<file path="src/hw/dma_writer_pkg.sv">
package dma_writer_pkg;

  // Register slave word addresses
  localparam logic [31:0] REG_CONTROL          = 32'd0;
  localparam logic [31:0] REG_STATUS           = 32'd1;
  localparam logic [31:0] REG_MEM_0_BASE       = 32'd2;
  localparam logic [31:0] REG_MEM_0_SIZE       = 32'd3;
  localparam logic [31:0] REG_MEM_1_BASE       = 32'd4;
  localparam logic [31:0] REG_MEM_1_SIZE       = 32'd5;
  localparam logic [31:0] REG_TOTAL_WRITE_SIZE = 32'd6;
  localparam logic [31:0] REG_SINK_COUNT       = 32'd7;
  localparam logic [31:0] REG_SINK_SUM         = 32'd8;

  // Bit positions in the control register
  localparam int CONTROL_ENABLE           = 0;
  localparam int CONTROL_ENABLE_INTERRUPT = 1;
  localparam int CONTROL_RESET            = 2;

  // Base registers come out of reset with these
  localparam logic [31:0] DEFAULT_MEM_0_BASE = 32'h0000_0000;
  localparam logic [31:0] DEFAULT_MEM_1_BASE = 32'h0000_1000;

  // Each FIFO half holds 2**PPFIFO_ADDR_W words
  localparam int PPFIFO_ADDR_W = 4;

  // Wishbone request, host to slave and master to memory
  typedef struct packed {
    logic        cyc;
    logic        stb;
    logic        we;
    logic [3:0]  sel;
    logic [31:0] adr;
    logic [31:0] dat;
  } wb_req_t;

  // Wishbone response from memory
  typedef struct packed {
    logic        ack;
    logic [31:0] dat;
  } wb_rsp_t;

endpackage

</file>
<file path="src/hw/mem_2_ppfifo.sv">
module mem_2_ppfifo (
  input  logic                    clk,
  input  logic                    rst,
  input  logic                    i_enable,
  input  logic [31:0]             i_mem_0_base,
  input  logic [31:0]             i_mem_0_size,
  input  logic                    i_mem_0_new_data,
  output logic [31:0]             o_mem_0_count,
  output logic                    o_mem_0_empty,
  input  logic [31:0]             i_mem_1_base,
  input  logic [31:0]             i_mem_1_size,
  input  logic                    i_mem_1_new_data,
  output logic [31:0]             o_mem_1_count,
  output logic                    o_mem_1_empty,
  output dma_writer_pkg::wb_req_t o_mem,
  input  dma_writer_pkg::wb_rsp_t i_mem,
  input  logic [1:0]              i_ppfifo_rdy,
  output logic [1:0]              o_ppfifo_act,
  input  logic [23:0]             i_ppfifo_size,
  output logic                    o_ppfifo_stb,
  output logic [31:0]             o_ppfifo_data
);

  typedef enum logic [2:0] {
    S_IDLE,
    S_GRAB,
    S_ISSUE,
    S_WAIT,
    S_RELEASE
  } state_t;

  state_t      state;
  logic        r_sel;
  logic        r_req;
  logic [31:0] r_addr [2];
  logic [31:0] r_count [2];
  logic [1:0]  r_empty;
  logic [23:0] r_half_cnt;
  logic        w_ack;
  logic        w_last;

  assign o_mem_0_count = r_count[0];
  assign o_mem_1_count = r_count[1];
  assign o_mem_0_empty = r_empty[0];
  assign o_mem_1_empty = r_empty[1];

  // Word accepted by memory this cycle
  assign w_ack  = (state == S_WAIT) & i_mem.ack;
  // Region done or FIFO half full after this word
  assign w_last = (r_count[r_sel] == 32'd1) || (r_half_cnt + 24'd1 == i_ppfifo_size);

  // Read-only master driving all byte lanes
  always_comb begin
    o_mem     = '0;
    o_mem.cyc = r_req;
    o_mem.stb = r_req;
    o_mem.sel = 4'hF;
    o_mem.adr = r_addr[r_sel];
  end

  // Address and data path
  always_ff @(posedge clk) begin
    if (w_ack) begin
      r_addr[r_sel] <= r_addr[r_sel] + 32'd1;
      o_ppfifo_data <= i_mem.dat;
    end
    if (i_mem_0_new_data) begin
      r_addr[0] <= i_mem_0_base;
    end
    if (i_mem_1_new_data) begin
      r_addr[1] <= i_mem_1_base;
    end
  end

  always_ff @(posedge clk) begin
    if (rst) begin
      state        <= S_IDLE;
      r_sel        <= 1'b0;
      r_req        <= 1'b0;
      r_count[0]   <= 32'h0;
      r_count[1]   <= 32'h0;
      r_empty      <= 2'b11;
      r_half_cnt   <= 24'h0;
      o_ppfifo_act <= 2'b00;
      o_ppfifo_stb <= 1'b0;
    end else begin
      o_ppfifo_stb <= 1'b0;
      case (state)
        S_IDLE: begin
          // Region 0 first, then region 1
          if (i_enable && (r_empty != 2'b11)) begin
            r_sel <= r_empty[0];
            state <= S_GRAB;
          end
        end
        S_GRAB: begin
          if (!i_enable) begin
            state <= S_IDLE;
          end else if (i_ppfifo_rdy != 2'b00) begin
            o_ppfifo_act <= i_ppfifo_rdy[0] ? 2'b01 : 2'b10;
            r_half_cnt   <= 24'h0;
            state        <= S_ISSUE;
          end
        end
        S_ISSUE: begin
          if (!i_enable) begin
            state <= S_RELEASE;
          end else begin
            r_req <= 1'b1;
            state <= S_WAIT;
          end
        end
        S_WAIT: begin
          if (i_mem.ack) begin
            r_req          <= 1'b0;
            o_ppfifo_stb   <= 1'b1;
            r_half_cnt     <= r_half_cnt + 24'd1;
            r_count[r_sel] <= r_count[r_sel] - 32'd1;
            if (r_count[r_sel] == 32'd1) begin
              r_empty[r_sel] <= 1'b1;
            end
            state <= w_last ? S_RELEASE : S_ISSUE;
          end
        end
        S_RELEASE: begin
          // Last strobe lands while act is still high
          o_ppfifo_act <= 2'b00;
          state        <= S_IDLE;
        end
        default: state <= S_IDLE;
      endcase
      // New region setup overrides the running count
      if (i_mem_0_new_data) begin
        r_count[0] <= i_mem_0_size;
        r_empty[0] <= 1'b0;
      end
      if (i_mem_1_new_data) begin
        r_count[1] <= i_mem_1_size;
        r_empty[1] <= 1'b0;
      end
    end
  end

endmodule

</file>
<file path="src/hw/ppfifo.sv">
module ppfifo #(
  parameter int ADDR_W = dma_writer_pkg::PPFIFO_ADDR_W
) (
  input  logic        clk,
  input  logic        rst,
  input  logic [1:0]  i_wr_act,
  output logic [1:0]  o_wr_rdy,
  output logic [23:0] o_wr_size,
  input  logic        i_wr_stb,
  input  logic [31:0] i_wr_data,
  input  logic        i_rd_act,
  output logic        o_rd_rdy,
  output logic [23:0] o_rd_count,
  input  logic        i_rd_stb,
  output logic [31:0] o_rd_data
);

  localparam int DEPTH = 2 ** ADDR_W;

  logic [31:0]       mem [2][DEPTH];
  logic [ADDR_W:0]   r_fill [2];
  logic [1:0]        r_full;
  logic [1:0]        r_wr_act_d;
  logic              r_rd_act_d;
  logic              r_rd_sel;
  logic [ADDR_W-1:0] r_rd_ptr;
  logic              w_wr_half;
  logic              w_wr_en;
  logic [1:0]        w_wr_release;
  logic              w_rd_done;

  assign w_wr_half    = i_wr_act[1];
  assign w_wr_en      = i_wr_stb && (i_wr_act != 2'b00) &&
                        (r_fill[w_wr_half] != (ADDR_W + 1)'(DEPTH));
  // Falling activate hands a half over
  assign w_wr_release = r_wr_act_d & ~i_wr_act;
  assign w_rd_done    = r_rd_act_d & ~i_rd_act & r_full[r_rd_sel];

  // Not ready while owned or in the cycle after release
  assign o_wr_rdy   = ~r_full & ~i_wr_act & ~r_wr_act_d;
  assign o_wr_size  = 24'(DEPTH);
  assign o_rd_rdy   = r_full[r_rd_sel] & ~i_rd_act & ~r_rd_act_d;
  assign o_rd_count = 24'(r_fill[r_rd_sel]);
  assign o_rd_data  = mem[r_rd_sel][r_rd_ptr];

  always_ff @(posedge clk) begin
    if (w_wr_en) begin
      mem[w_wr_half][r_fill[w_wr_half][ADDR_W-1:0]] <= i_wr_data;
    end
  end

  always_ff @(posedge clk) begin
    if (rst) begin
      r_fill[0]  <= '0;
      r_fill[1]  <= '0;
      r_full     <= 2'b00;
      r_wr_act_d <= 2'b00;
      r_rd_act_d <= 1'b0;
      r_rd_sel   <= 1'b0;
      r_rd_ptr   <= '0;
    end else begin
      r_wr_act_d <= i_wr_act;
      r_rd_act_d <= i_rd_act;
      if (w_wr_en) begin
        r_fill[w_wr_half] <= r_fill[w_wr_half] + 1'b1;
      end
      if (i_rd_stb && i_rd_act) begin
        r_rd_ptr <= r_rd_ptr + 1'b1;
      end
      // Reader finished, half is free and the other one is next
      if (w_rd_done) begin
        r_full[r_rd_sel] <= 1'b0;
        r_fill[r_rd_sel] <= '0;
        r_rd_ptr         <= '0;
        r_rd_sel         <= ~r_rd_sel;
      end
      for (int i = 0; i < 2; i++) begin
        if (w_wr_release[i] && (r_fill[i] != '0)) begin
          r_full[i] <= 1'b1;
          // Only jump the queue when nothing older waits
          if (!r_full[1-i]) begin
            r_rd_sel <= 1'(i);
          end
        end
      end
    end
  end

endmodule

</file>
<file path="src/hw/ppfifo_data_sink.sv">
module ppfifo_data_sink (
  input  logic        clk,
  input  logic        rst,
  input  logic        i_rd_rdy,
  output logic        o_rd_act,
  input  logic [23:0] i_rd_count,
  output logic        o_rd_stb,
  input  logic [31:0] i_rd_data,
  output logic [31:0] o_word_count,
  output logic [31:0] o_word_sum
);

  // Words still to strobe from the active half
  logic [23:0] r_left;

  always_ff @(posedge clk) begin
    if (rst) begin
      o_rd_act     <= 1'b0;
      o_rd_stb     <= 1'b0;
      r_left       <= 24'h0;
      o_word_count <= 32'h0;
      o_word_sum   <= 32'h0;
    end else begin
      o_rd_stb <= 1'b0;
      if (!o_rd_act) begin
        if (i_rd_rdy) begin
          o_rd_act <= 1'b1;
          r_left   <= i_rd_count;
        end
      end else if (r_left != 24'h0) begin
        o_rd_stb <= 1'b1;
        r_left   <= r_left - 24'd1;
      end else begin
        // Last strobe is seen with act still high
        o_rd_act <= 1'b0;
      end
      if (o_rd_stb) begin
        o_word_count <= o_word_count + 32'd1;
        o_word_sum   <= o_word_sum + i_rd_data;
      end
    end
  end

endmodule

</file>
<file path="src/hw/wb_dma_writer.sv">
module wb_dma_writer (
  input  logic                    clk,
  input  logic                    rst,
  input  dma_writer_pkg::wb_req_t i_wbs,
  output logic                    o_wbs_ack,
  output logic [31:0]             o_wbs_dat,
  output logic                    o_wbs_int,
  output dma_writer_pkg::wb_req_t o_mem,
  input  dma_writer_pkg::wb_rsp_t i_mem
);

  logic [31:0] r_control;
  logic [31:0] r_mem_0_base;
  logic [31:0] r_mem_0_size;
  logic [31:0] r_mem_1_base;
  logic [31:0] r_mem_1_size;
  logic [31:0] r_total_size;
  logic [1:0]  r_new_data;

  logic        w_enable;
  logic        w_int_enable;
  logic        w_sub_rst;
  logic        w_access;
  logic [31:0] w_status;

  logic [31:0] w_mem_0_count;
  logic [31:0] w_mem_1_count;
  logic        w_mem_0_empty;
  logic        w_mem_1_empty;

  // Ping-pong write side
  logic [1:0]  w_wr_rdy;
  logic [1:0]  w_wr_act;
  logic [23:0] w_wr_size;
  logic        w_wr_stb;
  logic [31:0] w_wr_data;

  // Ping-pong read side
  logic        w_rd_rdy;
  logic        w_rd_act;
  logic [23:0] w_rd_count;
  logic        w_rd_stb;
  logic [31:0] w_rd_data;

  logic [31:0] w_sink_count;
  logic [31:0] w_sink_sum;

  assign w_enable     = r_control[dma_writer_pkg::CONTROL_ENABLE];
  assign w_int_enable = r_control[dma_writer_pkg::CONTROL_ENABLE_INTERRUPT];
  // Software reset of the datapath blocks
  assign w_sub_rst    = rst | r_control[dma_writer_pkg::CONTROL_RESET];
  // One access per strobe, the held strobe after ack is ignored
  assign w_access     = i_wbs.stb & i_wbs.cyc & ~o_wbs_ack;
  assign w_status     = {30'h0, w_mem_1_empty, w_mem_0_empty};

  always_ff @(posedge clk) begin
    if (rst) begin
      o_wbs_ack    <= 1'b0;
      r_control    <= 32'h0;
      r_mem_0_base <= dma_writer_pkg::DEFAULT_MEM_0_BASE;
      r_mem_1_base <= dma_writer_pkg::DEFAULT_MEM_1_BASE;
      r_mem_0_size <= 32'h0;
      r_mem_1_size <= 32'h0;
      r_total_size <= 32'h0;
      r_new_data   <= 2'b00;
    end else begin
      r_new_data <= 2'b00;
      if (o_wbs_ack && !i_wbs.stb) begin
        o_wbs_ack <= 1'b0;
      end
      if (w_access) begin
        o_wbs_ack <= 1'b1;
        if (i_wbs.we) begin
          case (i_wbs.adr)
            dma_writer_pkg::REG_CONTROL:    r_control    <= i_wbs.dat;
            dma_writer_pkg::REG_MEM_0_BASE: r_mem_0_base <= i_wbs.dat;
            dma_writer_pkg::REG_MEM_1_BASE: r_mem_1_base <= i_wbs.dat;
            dma_writer_pkg::REG_MEM_0_SIZE: begin
              r_mem_0_size  <= i_wbs.dat;
              r_total_size  <= i_wbs.dat;
              r_new_data[0] <= (i_wbs.dat != 32'h0);
            end
            dma_writer_pkg::REG_MEM_1_SIZE: begin
              r_mem_1_size  <= i_wbs.dat;
              r_total_size  <= i_wbs.dat;
              r_new_data[1] <= (i_wbs.dat != 32'h0);
            end
            default: begin
            end
          endcase
        end
      end
    end
  end

  // Read data, sizes report what is left to fetch
  always_ff @(posedge clk) begin
    if (w_access && !i_wbs.we) begin
      case (i_wbs.adr)
        dma_writer_pkg::REG_CONTROL:          o_wbs_dat <= r_control;
        dma_writer_pkg::REG_STATUS:           o_wbs_dat <= w_status;
        dma_writer_pkg::REG_MEM_0_BASE:       o_wbs_dat <= r_mem_0_base;
        dma_writer_pkg::REG_MEM_0_SIZE:       o_wbs_dat <= w_mem_0_count;
        dma_writer_pkg::REG_MEM_1_BASE:       o_wbs_dat <= r_mem_1_base;
        dma_writer_pkg::REG_MEM_1_SIZE:       o_wbs_dat <= w_mem_1_count;
        dma_writer_pkg::REG_TOTAL_WRITE_SIZE: o_wbs_dat <= r_total_size;
        dma_writer_pkg::REG_SINK_COUNT:       o_wbs_dat <= w_sink_count;
        dma_writer_pkg::REG_SINK_SUM:         o_wbs_dat <= w_sink_sum;
        default:                              o_wbs_dat <= 32'h0;
      endcase
    end
  end

  // Interrupt drops on any strobe so a new one can follow
  always_ff @(posedge clk) begin
    if (rst) begin
      o_wbs_int <= 1'b0;
    end else begin
      o_wbs_int <= w_enable & w_int_enable & ~i_wbs.stb &
                   (w_mem_0_empty | w_mem_1_empty);
    end
  end

  mem_2_ppfifo m2p (
    .clk              (clk),
    .rst              (w_sub_rst),
    .i_enable         (w_enable),
    .i_mem_0_base     (r_mem_0_base),
    .i_mem_0_size     (r_mem_0_size),
    .i_mem_0_new_data (r_new_data[0]),
    .o_mem_0_count    (w_mem_0_count),
    .o_mem_0_empty    (w_mem_0_empty),
    .i_mem_1_base     (r_mem_1_base),
    .i_mem_1_size     (r_mem_1_size),
    .i_mem_1_new_data (r_new_data[1]),
    .o_mem_1_count    (w_mem_1_count),
    .o_mem_1_empty    (w_mem_1_empty),
    .o_mem            (o_mem),
    .i_mem            (i_mem),
    .i_ppfifo_rdy     (w_wr_rdy),
    .o_ppfifo_act     (w_wr_act),
    .i_ppfifo_size    (w_wr_size),
    .o_ppfifo_stb     (w_wr_stb),
    .o_ppfifo_data    (w_wr_data)
  );

  ppfifo #(
    .ADDR_W (dma_writer_pkg::PPFIFO_ADDR_W)
  ) ping_pong (
    .clk        (clk),
    .rst        (w_sub_rst),
    .i_wr_act   (w_wr_act),
    .o_wr_rdy   (w_wr_rdy),
    .o_wr_size  (w_wr_size),
    .i_wr_stb   (w_wr_stb),
    .i_wr_data  (w_wr_data),
    .i_rd_act   (w_rd_act),
    .o_rd_rdy   (w_rd_rdy),
    .o_rd_count (w_rd_count),
    .i_rd_stb   (w_rd_stb),
    .o_rd_data  (w_rd_data)
  );

  ppfifo_data_sink sink (
    .clk          (clk),
    .rst          (w_sub_rst),
    .i_rd_rdy     (w_rd_rdy),
    .o_rd_act     (w_rd_act),
    .i_rd_count   (w_rd_count),
    .o_rd_stb     (w_rd_stb),
    .i_rd_data    (w_rd_data),
    .o_word_count (w_sink_count),
    .o_word_sum   (w_sink_sum)
  );

endmodule

</file>
<file path="config.mk">
export PLATFORM = sky130hd
export DESIGN_NAME = wb_dma_writer
export DESIGN_NICKNAME = d
export VERILOG_FILES = /design/src/hw/dma_writer_pkg.sv /design/src/hw/mem_2_ppfifo.sv /design/src/hw/ppfifo.sv /design/src/hw/ppfifo_data_sink.sv /design/src/hw/wb_dma_writer.sv
export SDC_FILE = /design/constraint.sdc
export NUM_CORES = 2
export LEC_CHECK = 0
export ABC_AREA = 1
export BUFFER_PORTS_ARGS = -buffer_cell sky130_fd_sc_hd__buf_4
export CAP_MARGIN = 25
export CORE_ASPECT_RATIO = 2
export CORE_MARGIN = 4
export CORE_UTILIZATION = 39
export DETAILED_ROUTE_END_ITERATION = 8
export PLACE_DENSITY = 0.52
export RECOVER_POWER = 100
export SYNTH_ARGS = -nofsm -noshare
export SYNTH_HDL_FRONTEND = slang
export SYNTH_SLANG_ARGS = --single-unit
</file>
<file path="constraint.sdc">
create_clock -name clk -period 3.9 [get_ports clk]
set_input_delay 0.585 -clock clk [delete_from_list [all_inputs] [get_ports clk]]
set_output_delay 0.585 -clock clk [all_outputs]
set_load 0.02 [all_outputs]
</file>
==> results.toml <==
[global_route]
grt_use_met1 = 0.265
grt_use_total = 0.258
antenna_found_initial = 8
grt_util_met3 = 0.0292
grt_pass1_vias = 50096
grt_pass1_wl_um = 339000
grt.overflow.total = 0
grt_use_met2 = 0.492
busiest_layer = "met2"
grt_max_degree = 86

[final_layout]
post-route-util = 0.461
area_growth_pct = 17.1
nets = 6896
drive_above_1_share = 0.123

[routing]
vias = 51305
wl_um = 241000
viasPerCell = 5.61
ant_nets = 0
avgRoutedWirePerCell_um = 26.4
drt_iter0_markers = 4138
firstDrtPassIters = 8
drc = 0

[critical_path]
cp_max_fo = 19
cp.required_ns = 4.32
critPathKind = "flip-flop to flip-flop"
regToRegSetupSlack_ns = 0.06
cp_slowest_cell = "dfxtp_1"
cp-end-kind = "flip-flop"
start_kind = "flip-flop"
reg2regPathDepth = 5
critPathMaxStageDelay_ns = 1.19
crit_chain = "o211ai_2 > nor2_1 > nand2_1 > nor2_1 > buf_6"
critPathMostFrequentCell = "nor2_1"
cp.arrival_ns = 4.26

[power_and_ir_drop]
p_leak_nw = 27.6
power_mw = 32.6
vdd_drop_max_uv = 277
cellPowerDensity_nw_per_um2 = 416

[clock_tree]
cts_num_sinks = 1558
cts_root_buffer = "clkbuf_16"
htreeDepth = 4
max-clock-path-buffers = 4
clkTransAtPathRegs_ns = 0.07
cts_tree = "done"
cts_made_buffers = 153
clk_latency_ns = 0.79

[timing]
fin_crit_sh = 0.985
worstMarginPinSlew_ns = 2.14
finalCriticalPeriod_ns = 3.84
finalSetupTns_ns = 0
skew_ns = 0.0360
setup_viol = 0
finalMaxSlewViolations = 271
finalHoldViolCount = 0
max_freq_mhz = 260
maxSlewHeadroom = -0.429
fin_ws_ns = 0.0601
hold_ws_ns = 0.0731

[synthesis]
netlist_area_sq_um = 67000
yosysSeqAreaShare = 0.647
ys_ff_latch = 1558
yosys.cell_types.count = 63
synth_area_leaders = "edfxtp_1 54%, dfxtp_1 10%, o21ai_0 6.7%, nor2_1 5.1%, nand2_1 4.0%"
synth_edf_count = 1216
synthCells = 6355
synth_top_area_share = 0.545
yosysWarnings = 0
synth_top_flop_cell = "edfxtp_1"
yosys.area.top_type = "edfxtp_1"
async_reset_ff_frac = 0
syn_avg_cell_area_sq_um = 10.5

[die]
die_w_um = 301
pin_count = 211
start_util = 0.394
die_area_sq_um = 179000
die_h_um = 594
fp-row-count = 214
core_sq_um = 170000

[outcome]
run_status = "finished with violations"
violations = "capacitance limit, slew limit"

[place]
dp_hpwl_um = 160000
placement.io_buffers = 169
dpl_worst_slack_ns = -0.0378
place.gp.congestion = 0.937

[flow_run]
cap_viol_max_count = 8

[min_path]
hold_class = "input port to flip-flop"
hold_depth = 3
path summary, 6_finish.rpt:
check                 startpoint                    end
min reg2reg      r_mem_0_size[5]        r_mem_0_size[5]
max          m2p.o_ppfifo_act[1]  ping_pong.mem[1][191]
max reg2reg  m2p.o_ppfifo_act[1]  ping_pong.mem[1][191]
min                    i_wbs[70]              o_wbs_ack
cells in the final DEF, fill, tap and decap left out, types with 19 or more instances in the layout:
cell type      instances
a211oi_1              28
a21oi_1              313
a221oi_1              28
a31oi_1               33
a32oi_1               22
buf_12                44
buf_4                345
clkbuf_1             146
clkbuf_16            165
clkbuf_2              27
clkbuf_4              35
clkinv_1              26
clkinv_2              22
conb_1                37
dfxtp_1              337
diode_2               27
dlygate4sd3_1         19
edfxtp_1            1216
ha_1                  40
inv_1                405
nand2_1              712
nand3_1              234
nand4_1               36
nor2_1               889
nor2_2                24
nor2_4                22
nor3_1                57
nor4_1                23
o21ai_0              897
o21ai_1               50
o221ai_1             207
o22ai_1               94
xnor2_1               24
xor2_1                73
layout make-up:
class / instances / area [sq um]
diodes: 27 / 67.6
clock buffers: 186 / 4030
clock inverters: 79 / 693
fillers: 15987 / 91800
inverters: 421 / 1620
multi-input cells: 3990 / 20600
flip-flops and latches: 1558 / 43400
well taps: 2268 / 2840
repair buffers: 621 / 5190
repair inverters: 2 / 32.5
cell families after synthesis:
family	after synthesis	share of synthesized area
xor gates and xnor gates	97	0.0127
adders and majority gates	43	0.00814
other	2	0.000112
buffers and inverters	842	0.0510
and+or+nand+nor	2046	0.127
AOI/OAI and AO/OA	1767	0.154
DFF	1558	0.647
sequential cells by signal, summed over array words and instances (netlist names), 24 cells and up, named ones only:
signal	cells
r_control	32
r_mem_0_base	32
o_wbs_dat	32
r_mem_1_size	32
m2p.r_count	64
r_mem_1_base	32
sink.r_left	24
m2p.r_addr	64
sink.o_word_count	32
m2p.r_half_cnt	24
m2p.o_ppfifo_data	32
sink.o_word_sum	32
ping_pong.mem	1024
r_total_size	32
r_mem_0_size	32
worst max-delay path, delay by kind of cell (launching register included):
family,cells,cell delay [ns]
compound gates,1,0.27
buf+inv,1,0.45
flops,1,1.19
simple gates,3,1.52
layer usage:
metal,part of all wire,routed length [um]
met1,0.34,82100
met2,0.53,129000
met4,0.077,18600
met3,0.048,11600
met5,0,0
power by group:
group / switching, mW / internal [mW]
Sequential: 0.0136 / 17.7
Combinational: 0.347 / 0.125
Clock: 6.44 / 8.04
Total: 6.80 / 25.8
synthesized netlist by cell type (all sizes together) (29+ instances only):
library cell,n
a211oi,29
a21oi,324
a31oi,35
buf,100
clkbuf,321
dfxtp,342
edfxtp,1216
ha,42
inv,416
nand2,718
nand3,239
nand4,38
nor2,935
nor3,61
o21ai,962
o221ai,207
o22ai,95
xor2,73
what timing repair did:
item / 4_1_cts / 5_1_grt
gates resized for setup: 1 / 74
hold buffers: 19 / 0
hold endpoints to repair: 19 / 0
pin swaps: 0 / 9
setup endpoints to repair: 2 / 19
buffers inserted: 0 / 10
cloned: 0 / 12
metrics by stage:
step | cells | instance area (sq um)
2_1_floorplan | 6390 | 67100
3_3_place_gp | 8814 | 73900
3_5_place_dp | 8814 | 73900
4_1_cts | 9098 | 78800
5_1_grt | 9150 | 78400
6_report | 9152 | 78400
Power figures use the tool's default switching activity.
